==> src/common/counter_macros.svh <==
`ifndef COUNTER_MACROS_SVH
`define COUNTER_MACROS_SVH

// counter and target width.
`define CNT_WIDTH     32
`define INNER_NUM     4

// 0 extern a, 1 extern b, 2..5 inner din 0..3, others tie low.
`define SRC_SEL_WIDTH 3

`define CAP_SLOTS     3
`define INT_NUM       2   // bit 0 capture full, bit 1 period match.

// edge qualifier codes.
`define EDGE_RISE     2'd0
`define EDGE_FALL     2'd1
`define EDGE_BOTH     2'd2
`define EDGE_NONE     2'd3

`endif

==> src/common/counter_pkg.sv <==
`include "counter_macros.svh"

package counter_pkg;

    // counter value and compare targets.
    typedef logic [`CNT_WIDTH-1:0]     count_t;

    typedef logic [`SRC_SEL_WIDTH-1:0] src_sel_t;
    typedef logic [1:0]                edge_sel_t;

    // one bit per capture slot.
    typedef logic [`CAP_SLOTS-1:0]     slot_mask_t;
    typedef logic [1:0]                slot_idx_t;   // next slot to fill.

    // run state of the channel.
    typedef enum logic [1:0] {
        ST_IDLE,
        ST_WAVE,
        ST_CAPTURE
    } run_state_e;

endpackage

==> src/trigger/event_select.sv <==
`timescale 1ns/1ps
`include "counter_macros.svh"

module event_select import counter_pkg::*; (
    input  logic                  i_clk,
    input  logic                  i_rst_n,
    input  logic                  i_extern_din_a,
    input  logic                  i_extern_din_b,
    input  logic [`INNER_NUM-1:0] i_inner_din,
    input  src_sel_t              i_src_sel,
    input  edge_sel_t             i_edge_sel,
    output logic                  o_event
);

    logic       src;
    logic [1:0] samp_q;   // [0] newest sample.
    logic       edge_hit;

    always_comb begin
        case (i_src_sel)
            src_sel_t'(0): src = i_extern_din_a;
            src_sel_t'(1): src = i_extern_din_b;
            src_sel_t'(2): src = i_inner_din[0];
            src_sel_t'(3): src = i_inner_din[1];
            src_sel_t'(4): src = i_inner_din[2];
            src_sel_t'(5): src = i_inner_din[3];
            default:       src = 1'b0;
        endcase
    end

    // compare the last two samples.
    always_comb begin
        case (i_edge_sel)
            `EDGE_RISE: edge_hit = samp_q[0] & ~samp_q[1];
            `EDGE_FALL: edge_hit = ~samp_q[0] & samp_q[1];
            `EDGE_BOTH: edge_hit = samp_q[0] ^ samp_q[1];
            `EDGE_NONE: edge_hit = 1'b0;
        endcase
    end

    always_ff @(posedge i_clk or negedge i_rst_n) begin
        if (!i_rst_n) begin
            samp_q  <= 2'b00;
            o_event <= 1'b0;
        end else begin
            samp_q  <= {samp_q[0], src};
            o_event <= edge_hit;   // two edges after the input moves.
        end
    end

endmodule

==> src/timer/timer_core.sv <==
`timescale 1ns/1ps

module timer_core import counter_pkg::*; (
    input  logic       i_clk,
    input  logic       i_rst_n,
    input  logic       i_enable,
    input  logic       i_mode_wave,
    input  logic       i_period_stop,
    input  logic       i_start_event,
    input  logic       i_stop_event,
    input  logic       i_sw_start,
    input  logic       i_sw_stop,
    input  logic       i_sw_clear,
    input  count_t     i_target_t2,
    output run_state_e o_state,
    output count_t     o_count,
    output logic       o_start_evt,
    output logic       o_clear_evt,
    output logic       o_period_hit
);

    logic       sw_start_q;
    logic       sw_stop_q;
    logic       sw_clear_q;
    logic       start_req;
    logic       stop_req;
    logic       run_start;
    run_state_e state_d;

    // software triggers act on any change of level.
    always_ff @(posedge i_clk or negedge i_rst_n) begin
        if (!i_rst_n) begin
            sw_start_q <= 1'b0;
            sw_stop_q  <= 1'b0;
            sw_clear_q <= 1'b0;
        end else begin
            sw_start_q <= i_sw_start;
            sw_stop_q  <= i_sw_stop;
            sw_clear_q <= i_sw_clear;
        end
    end

    assign start_req    = i_start_event | (i_sw_start ^ sw_start_q);
    assign stop_req     = i_stop_event | (i_sw_stop ^ sw_stop_q);
    assign o_clear_evt  = i_sw_clear ^ sw_clear_q;
    assign run_start    = i_enable & start_req & ~stop_req;   // stop wins.
    assign o_start_evt  = run_start & i_mode_wave;            // only wave runs load the pin.
    assign o_period_hit = (o_state == ST_WAVE) && (o_count == i_target_t2);

    always_comb begin
        state_d = o_state;
        if (!i_enable || stop_req) begin
            state_d = ST_IDLE;
        end else if (start_req) begin
            state_d = i_mode_wave ? ST_WAVE : ST_CAPTURE;
        end else if (o_period_hit && i_period_stop) begin
            state_d = ST_IDLE;   // one-shot period end.
        end
    end

    always_ff @(posedge i_clk or negedge i_rst_n) begin
        if (!i_rst_n) begin
            o_state <= ST_IDLE;
            o_count <= '0;
        end else begin
            o_state <= state_d;
            if (!i_enable || o_clear_evt) begin
                o_count <= '0;
            end else if (o_state != ST_IDLE) begin
                if (o_period_hit) begin
                    if (!i_period_stop)
                        o_count <= '0;   // restart the period.
                end else begin
                    o_count <= o_count + 1'b1;
                end
            end
        end
    end

endmodule

==> src/logic/waveform_gen.sv <==
`timescale 1ns/1ps

module waveform_gen import counter_pkg::*; (
    input  logic       i_clk,
    input  logic       i_rst_n,
    input  run_state_e i_state,
    input  count_t     i_count,
    input  logic       i_start_evt,
    input  logic       i_period_hit,
    input  count_t     i_target_t0,
    input  count_t     i_target_t1,
    input  logic       i_keep_at_period,
    input  logic       i_dout_rst_val,
    output logic       o_dout,
    output logic       o_dout_oen
);

    logic in_wave;

    assign in_wave = (i_state == ST_WAVE);

    // compare pin, t0 first, then t1, then the period end.
    always_ff @(posedge i_clk or negedge i_rst_n) begin
        if (!i_rst_n) begin
            o_dout <= 1'b0;
        end else if (i_start_evt) begin
            o_dout <= i_dout_rst_val;
        end else if (in_wave) begin
            if (i_count == i_target_t0) begin
                o_dout <= 1'b0;
            end else if (i_count == i_target_t1) begin
                o_dout <= 1'b1;
            end else if (i_period_hit && !i_keep_at_period) begin
                o_dout <= i_dout_rst_val;
            end
        end
    end

    // pin drives only while running in wave mode.
    always_ff @(posedge i_clk or negedge i_rst_n) begin
        if (!i_rst_n)
            o_dout_oen <= 1'b1;
        else
            o_dout_oen <= ~in_wave;   // active low.
    end

endmodule

==> src/capture/capture_unit.sv <==
`timescale 1ns/1ps
`include "counter_macros.svh"

module capture_unit import counter_pkg::*; (
    input  logic       i_clk,
    input  logic       i_rst_n,
    input  logic       i_enable,
    input  run_state_e i_state,
    input  count_t     i_count,
    input  logic       i_cap_event,
    input  logic       i_clear_evt,
    input  slot_mask_t i_read_ack,
    input  slot_mask_t i_overwrite,
    output count_t     o_cap0,
    output count_t     o_cap1,
    output count_t     o_cap2,
    output slot_mask_t o_cap_status
);

    count_t     cap_q [`CAP_SLOTS];
    slot_idx_t  idx_q;
    slot_mask_t ack_q;
    slot_mask_t ack_rise;
    slot_mask_t cur_slot;
    slot_mask_t wr_en;
    logic       cap_take;
    logic       flush;

    assign flush    = ~i_enable | i_clear_evt;
    assign cap_take = i_cap_event && (i_state == ST_CAPTURE);
    assign ack_rise = i_read_ack & ~ack_q;
    assign cur_slot = slot_mask_t'(1) << idx_q;

    // write a free slot, a slot read this cycle, or an overwrite slot.
    assign wr_en = {`CAP_SLOTS{cap_take}} & cur_slot & (~o_cap_status | ack_rise | i_overwrite);

    always_ff @(posedge i_clk or negedge i_rst_n) begin
        if (!i_rst_n)
            ack_q <= '0;
        else
            ack_q <= i_read_ack;
    end

    always_ff @(posedge i_clk or negedge i_rst_n) begin
        if (!i_rst_n) begin
            idx_q        <= '0;
            o_cap_status <= '0;
        end else if (flush) begin
            idx_q        <= '0;
            o_cap_status <= '0;
        end else if (cap_take) begin
            // slot order 0, 1, 2, 0.
            idx_q        <= (idx_q == slot_idx_t'(`CAP_SLOTS - 1)) ? '0 : idx_q + 1'b1;
            o_cap_status <= (o_cap_status & ~ack_rise) | cur_slot;
        end else begin
            o_cap_status <= o_cap_status & ~ack_rise;
        end
    end

    always_ff @(posedge i_clk or negedge i_rst_n) begin
        if (!i_rst_n) begin
            for (int i = 0; i < `CAP_SLOTS; i++)
                cap_q[i] <= '0;
        end else begin
            for (int i = 0; i < `CAP_SLOTS; i++) begin
                if (flush)
                    cap_q[i] <= '0;
                else if (wr_en[i])
                    cap_q[i] <= i_count;   // otherwise discarded.
            end
        end
    end

    assign o_cap0 = cap_q[0];
    assign o_cap1 = cap_q[1];
    assign o_cap2 = cap_q[2];

endmodule

==> src/logic/int_gen.sv <==
`timescale 1ns/1ps
`include "counter_macros.svh"

module int_gen import counter_pkg::*; (
    input  logic                i_clk,
    input  logic                i_rst_n,
    input  slot_mask_t          i_cap_status,
    input  logic                i_period_hit,
    output logic [`INT_NUM-1:0] o_int
);

    logic all_full;
    logic all_full_q;
    logic period_hit_q;

    assign all_full = &i_cap_status;   // every slot holds a capture.

    always_ff @(posedge i_clk or negedge i_rst_n) begin
        if (!i_rst_n) begin
            all_full_q   <= 1'b0;
            period_hit_q <= 1'b0;
        end else begin
            all_full_q   <= all_full;
            period_hit_q <= i_period_hit;
        end
    end

    // one-cycle pulses on the rising edges.
    always_ff @(posedge i_clk or negedge i_rst_n) begin
        if (!i_rst_n) begin
            o_int <= '0;
        end else begin
            o_int[0] <= all_full & ~all_full_q;
            o_int[1] <= i_period_hit & ~period_hit_q;
        end
    end

endmodule

==> src/logic/counter_top.sv <==
`timescale 1ns/1ps
`include "counter_macros.svh"

module counter_top import counter_pkg::*; (
    input  logic                  i_clk,
    input  logic                  i_rst_n,
    input  logic                  i_enable,
    input  logic                  i_mode_wave,
    input  logic                  i_extern_din_a,
    input  logic                  i_extern_din_b,
    input  logic [`INNER_NUM-1:0] i_inner_din,
    input  logic                  i_sw_start,
    input  logic                  i_sw_stop,
    input  logic                  i_sw_clear,
    input  src_sel_t              i_sel_start,
    input  edge_sel_t             i_edge_start,
    input  src_sel_t              i_sel_stop,
    input  edge_sel_t             i_edge_stop,
    input  src_sel_t              i_sel_cap,
    input  edge_sel_t             i_edge_cap,
    input  count_t                i_target_t0,
    input  count_t                i_target_t1,
    input  count_t                i_target_t2,
    input  logic                  i_period_stop,
    input  logic                  i_keep_at_period,
    input  logic                  i_dout_rst_val,
    input  slot_mask_t            i_read_ack,
    input  slot_mask_t            i_overwrite,
    output count_t                o_count,
    output logic                  o_dout_a,
    output logic                  o_dout_a_oen,
    output count_t                o_cap0,
    output count_t                o_cap1,
    output count_t                o_cap2,
    output slot_mask_t            o_cap_status,
    output logic [`INT_NUM-1:0]   o_int
);

    logic       start_evt;
    logic       stop_evt;
    logic       cap_evt;
    logic       run_start_evt;
    logic       clear_evt;
    logic       period_hit;
    run_state_e state;

    // event qualifiers for start, stop and capture.
    event_select u_start_sel (
        .i_clk, .i_rst_n, .i_extern_din_a, .i_extern_din_b, .i_inner_din,
        .i_src_sel(i_sel_start), .i_edge_sel(i_edge_start), .o_event(start_evt)
    );

    event_select u_stop_sel (
        .i_clk, .i_rst_n, .i_extern_din_a, .i_extern_din_b, .i_inner_din,
        .i_src_sel(i_sel_stop), .i_edge_sel(i_edge_stop), .o_event(stop_evt)
    );

    event_select u_cap_sel (
        .i_clk, .i_rst_n, .i_extern_din_a, .i_extern_din_b, .i_inner_din,
        .i_src_sel(i_sel_cap), .i_edge_sel(i_edge_cap), .o_event(cap_evt)
    );

    timer_core u_timer_core (
        .i_clk, .i_rst_n, .i_enable, .i_mode_wave, .i_period_stop,
        .i_start_event(start_evt), .i_stop_event(stop_evt),
        .i_sw_start, .i_sw_stop, .i_sw_clear, .i_target_t2,
        .o_state(state), .o_count, .o_start_evt(run_start_evt),
        .o_clear_evt(clear_evt), .o_period_hit(period_hit)
    );

    waveform_gen u_waveform_gen (
        .i_clk, .i_rst_n, .i_state(state), .i_count(o_count),
        .i_start_evt(run_start_evt), .i_period_hit(period_hit),
        .i_target_t0, .i_target_t1, .i_keep_at_period, .i_dout_rst_val,
        .o_dout(o_dout_a), .o_dout_oen(o_dout_a_oen)
    );

    capture_unit u_capture_unit (
        .i_clk, .i_rst_n, .i_enable, .i_state(state), .i_count(o_count),
        .i_cap_event(cap_evt), .i_clear_evt(clear_evt), .i_read_ack, .i_overwrite,
        .o_cap0, .o_cap1, .o_cap2, .o_cap_status
    );

    int_gen u_int_gen (
        .i_clk, .i_rst_n, .i_cap_status(o_cap_status), .i_period_hit(period_hit), .o_int
    );

endmodule

==> config.mk <==
export PLATFORM = sky130hd
export DESIGN_NAME = counter_top
export DESIGN_NICKNAME = d
export VERILOG_FILES = /design/src/common/counter_pkg.sv /design/src/trigger/event_select.sv /design/src/timer/timer_core.sv /design/src/logic/waveform_gen.sv /design/src/capture/capture_unit.sv /design/src/logic/int_gen.sv /design/src/logic/counter_top.sv
export VERILOG_INCLUDE_DIRS = /design/src /design/src/common
export SDC_FILE = /design/constraint.sdc
export NUM_CORES = 1
export LEC_CHECK = 0
export ABC_AREA = 1
export BUFFER_PORTS_ARGS = -buffer_cell sky130_fd_sc_hd__clkbuf_2
export CAP_MARGIN = 20
export CORE_AREA = 2 2 150 152
export CTS_BUF_LIST = sky130_fd_sc_hd__clkbuf_4
export DETAILED_ROUTE_END_ITERATION = 6
export DIE_AREA = 0 0 152 154
export GPL_ROUTABILITY_DRIVEN = 0
export PLACE_DENSITY = 0.76
export SLEW_MARGIN = 5
export SYNTH_ARGS = -nofsm -noshare
export SYNTH_HDL_FRONTEND = slang
export SYNTH_SLANG_ARGS = --single-unit
==> constraint.sdc <==
create_clock -name i_clk -period 5.7 [get_ports i_clk]
set_clock_uncertainty 0.05 [all_clocks]
set_input_delay 1.71 -clock i_clk [delete_from_list [all_inputs] [get_ports i_clk]]
set_output_delay 1.71 -clock i_clk [all_outputs]
set_load 0.01 [all_outputs]
==> run_results.csv <==
group,metric,value,unit
outcome,status,"finished, final reports clean",
layout,drive_above_1_share,18.50,%
synthesis,ys.flop_type,"dfrtp_1",
sta,post-route-period-util,63.62,%
sta,drv_slew,0,
setup_path,start_kind,"primary input",
clock_tree,path_clk_slew,0.16,ns
placement,dpl_cell_area,11140,um^2
sta,tightest_slew,1.080,ns
synthesis,synth_cell_types,35,
synthesis,async_reset_ff_share,100.0,%
global_routing,grt_pass1_vias,9604,
floorplan,coreArea,21690,um^2
global_routing,grtUsageMet3,5.778,%
route,dr.pass1.iters,6,
synthesis,syn_inst,1492,
global_routing,grt_usage,27.42,%
setup_path,required,6.05,ns
global_routing,grt_max_degree,96,
sta,timing.final.crit_period,3.627,ns
global_routing,grt_pass1_wl,50610,um
synthesis,syn_area_per_cell,6.472,um^2
sta,max_slew_margin,27.99,%
setup_path,arrival,3.98,ns
clock_tree,cts.hold.buffers_added,0,
clock_tree,cts_num_sinks,156,
floorplan,fp.dieH,154,um
sta,hold_violations,0,
layout,n_fill_cell,2183,
clock_tree,clk_latency,0.57,ns
synthesis,yosys_register_bits,156,
sta,setup_tns,0,ns
clock_tree,cts_buffer_depth,2,
route,drcViolationCount,0,
synthesis,synth_edf_count,0,
clock_tree,post-cts-setup-buffers,0,
synthesis,synth.net_count,1632,
clock_tree,cts_made_buffers,17,
global_routing,grt-ovfl-total,0,
route,wl,32430,um
global_routing,grt_util_met2,44.94,%
power,power.leakage,6.278,nW
power,power_density,182.6,nW/um^2
setup_path,end_kind,"flop",
floorplan,io_pins,268,
power,irDropWorstVdd,105.0,uV
synthesis,synth_top_area_share,40.17,%
synthesis,syn_area,9656,um^2
layout,nets,1868,
layout,fin_area,11460,um^2
setup_path,cp_max_fo,64,
layout,area_growth,18.71,%
route,drtIter0Drc,949,
route,via_count,10250,
global_routing,antenna_found_initial,3,
clock_tree,cts_resized,0,
clock_tree,cts-root-buf,"clkbuf_4",
sta,max_freq,275.7,MHz
clock_tree,cts_tree,"done",
floorplan,dieWidth,152,um
synthesis,ys_warn_count,0,
placement,io_buffers,267,
sta,rsz0062_at_grt,"no",
synthesis,yosysTopAreaCell,"dfrtp_1",
sta,setup_viol,0,
setup_path,worstSetupPathType,"primary input to flop",
floorplan,die_area,23410,um^2
synthesis,synthTopCellsByCount,"nand2_1 (607), inv_1 (228), nor2_1 (158)",
clock_tree,cts-htree-levels,4,
global_routing,busiest_layer,"met2",
synthesis,seq_area_frac_synth,40.44,%
floorplan,fp-row-count,54,
floorplan,start_util,44.52,%
placement,hpwl,24880,um
flow_run,drv_cap,0,
synthesis,synth_most_common_cell,"nand2_1",
synthesis,synthTopCellsByArea,"dfrtp_1 (40%), nand2_1 (24%), inv_1 (8.9%), nor2_1 (6.1%), o21ai_0 (4.5%)",
global_routing,gr-usage-met1,35.38,%
route,ant_nets,0,
min_path,hold_path.class,"flop to flop",
route,routed_via_density,5.060,
route,wl_per_cell,16.01,um
-- path summary, 6_finish.rpt --
check / startpoint / end / slack [ns] / cells past startpoint
max: i_enable / u_capture_unit.o_cap0[21] / 2.07 / 8
min: u_int_gen.period_hit_q / u_int_gen.o_int[1] / 0.37 / 1
min in group asynchronous: i_rst_n / u_capture_unit.o_cap1[16] / 1.16 / 1
max reg2reg: u_timer_core.o_count[18] / u_timer_core.o_count[14] / 2.43 / 13
min reg2reg: u_int_gen.period_hit_q / u_int_gen.o_int[1] / 0.37 / 1
max in group asynchronous: i_rst_n / u_int_gen.o_int[0] / 3.42 / 2
-- metrics by stage --
| stage | setup WS (ns) | hold WS [ns] | power, mW | std cells | utilization (%) |
|---|---|---|---|---|---|
| 6_report | 2.073 | 0.3686 | 2.093 | 2025 | 52.85 |
| 5_1_grt | 1.871 | 0.3843 | 2.183 | 2023 | 52.83 |
| 4_1_cts | 1.988 | 0.3701 | 2.095 | 2019 | 52.58 |
| 3_5_place_dp | 1.404 | 0.3538 | 1.430 | 1987 | 51.34 |
| 3_3_place_gp | 1.457 | 0.3387 | 1.423 | 1987 | 51.34 |
| 2_1_floorplan | 2.500 | 0.3298 | 1.301 | 1492 | - |
-- report_power, final --
part           internal [mW]  switching [mW]
Clock                  0.225           0.450
Combinational         0.0982           0.186
Sequential              1.12          0.0119
Total                   1.45           0.648
-- cell families (layout without fill, tap and decap cells) --
logic type	after synthesis	count (layout)	synth area share, %
other	0	4	0
flip-flops	156	156	40.44
multiplexers	3	3	0.3110
adder cells (fa/ha/maj)	7	7	0.9070
buffers and inverters	293	542	11.90
AO/OA/AOI/OAI	123	123	6.959
XOR/XNOR	38	38	3.447
AND/OR/NAND/NOR	872	872	36.04
-- state kept, by name (all words and copies together), names as in the netlist, 2 cells and up --
| register | cells |
|---|---|
| u_cap_sel.samp_q | 2 |
| u_capture_unit.ack_q | 3 |
| u_capture_unit.idx_q | 2 |
| u_capture_unit.o_cap0 | 32 |
| u_capture_unit.o_cap1 | 32 |
| u_capture_unit.o_cap2 | 32 |
| u_capture_unit.o_cap_status | 3 |
| u_int_gen.o_int | 2 |
| u_start_sel.samp_q | 2 |
| u_stop_sel.samp_q | 2 |
| u_timer_core.o_count | 32 |
| u_timer_core.o_state | 2 |
-- layout by cell type, fill, tap and decap left out, types with 2 or more instances in the layout --
master,n
a21oi_1,5
buf_4,6
clkbuf_2,266
clkbuf_4,17
clkinv_1,2
clkinv_2,4
clkinv_4,5
dfrtp_1,155
diode_2,4
ha_1,7
inv_1,228
inv_2,5
inv_6,2
inv_8,2
mux2i_1,3
nand2_1,607
nand3_1,32
nand3b_1,3
nand4_1,32
nor2_1,158
nor3_1,26
nor4_1,7
o2111ai_1,3
o211ai_1,5
o21ai_0,86
o21ai_1,17
o22a_2,2
o32ai_1,3
or2_2,2
xnor2_1,13
xor2_1,25
-- cell type report --
type                    instances  area (um^2)  area share (%)
clock buffers                  17        127.6           1.113
multi-input cells            1043         4611           40.23
repair buffers                275         1435           12.52
flip-flops and latches        156         3905           34.07
inverters                     235        882.1           7.696
well taps                     280        350.3           3.056
clock inverters                15        141.4           1.233
diodes                          4        10.01         0.08733
-- per-layer routing --
| metal | vias to the layer above | share of wire, % |
|---|---|---|
| li1 | 5008 | - |
| met1 | 4603 | 42 |
| met2 | 542 | 46 |
| met3 | 94 | 8.7 |
| met4 | 0 | 3.7 |
| met5 | - | 0 |
-- critical path: stages --
cell      delay, ns
clkbuf_2       0.09
inv_1          0.06
nor3_4         0.16
buf_4          0.36
clkinv_1       0.49
o22a_2         0.73
nand2_1        0.19
o21ai_0        0.11
Note: power is estimated with default switching activity, not from simulation.
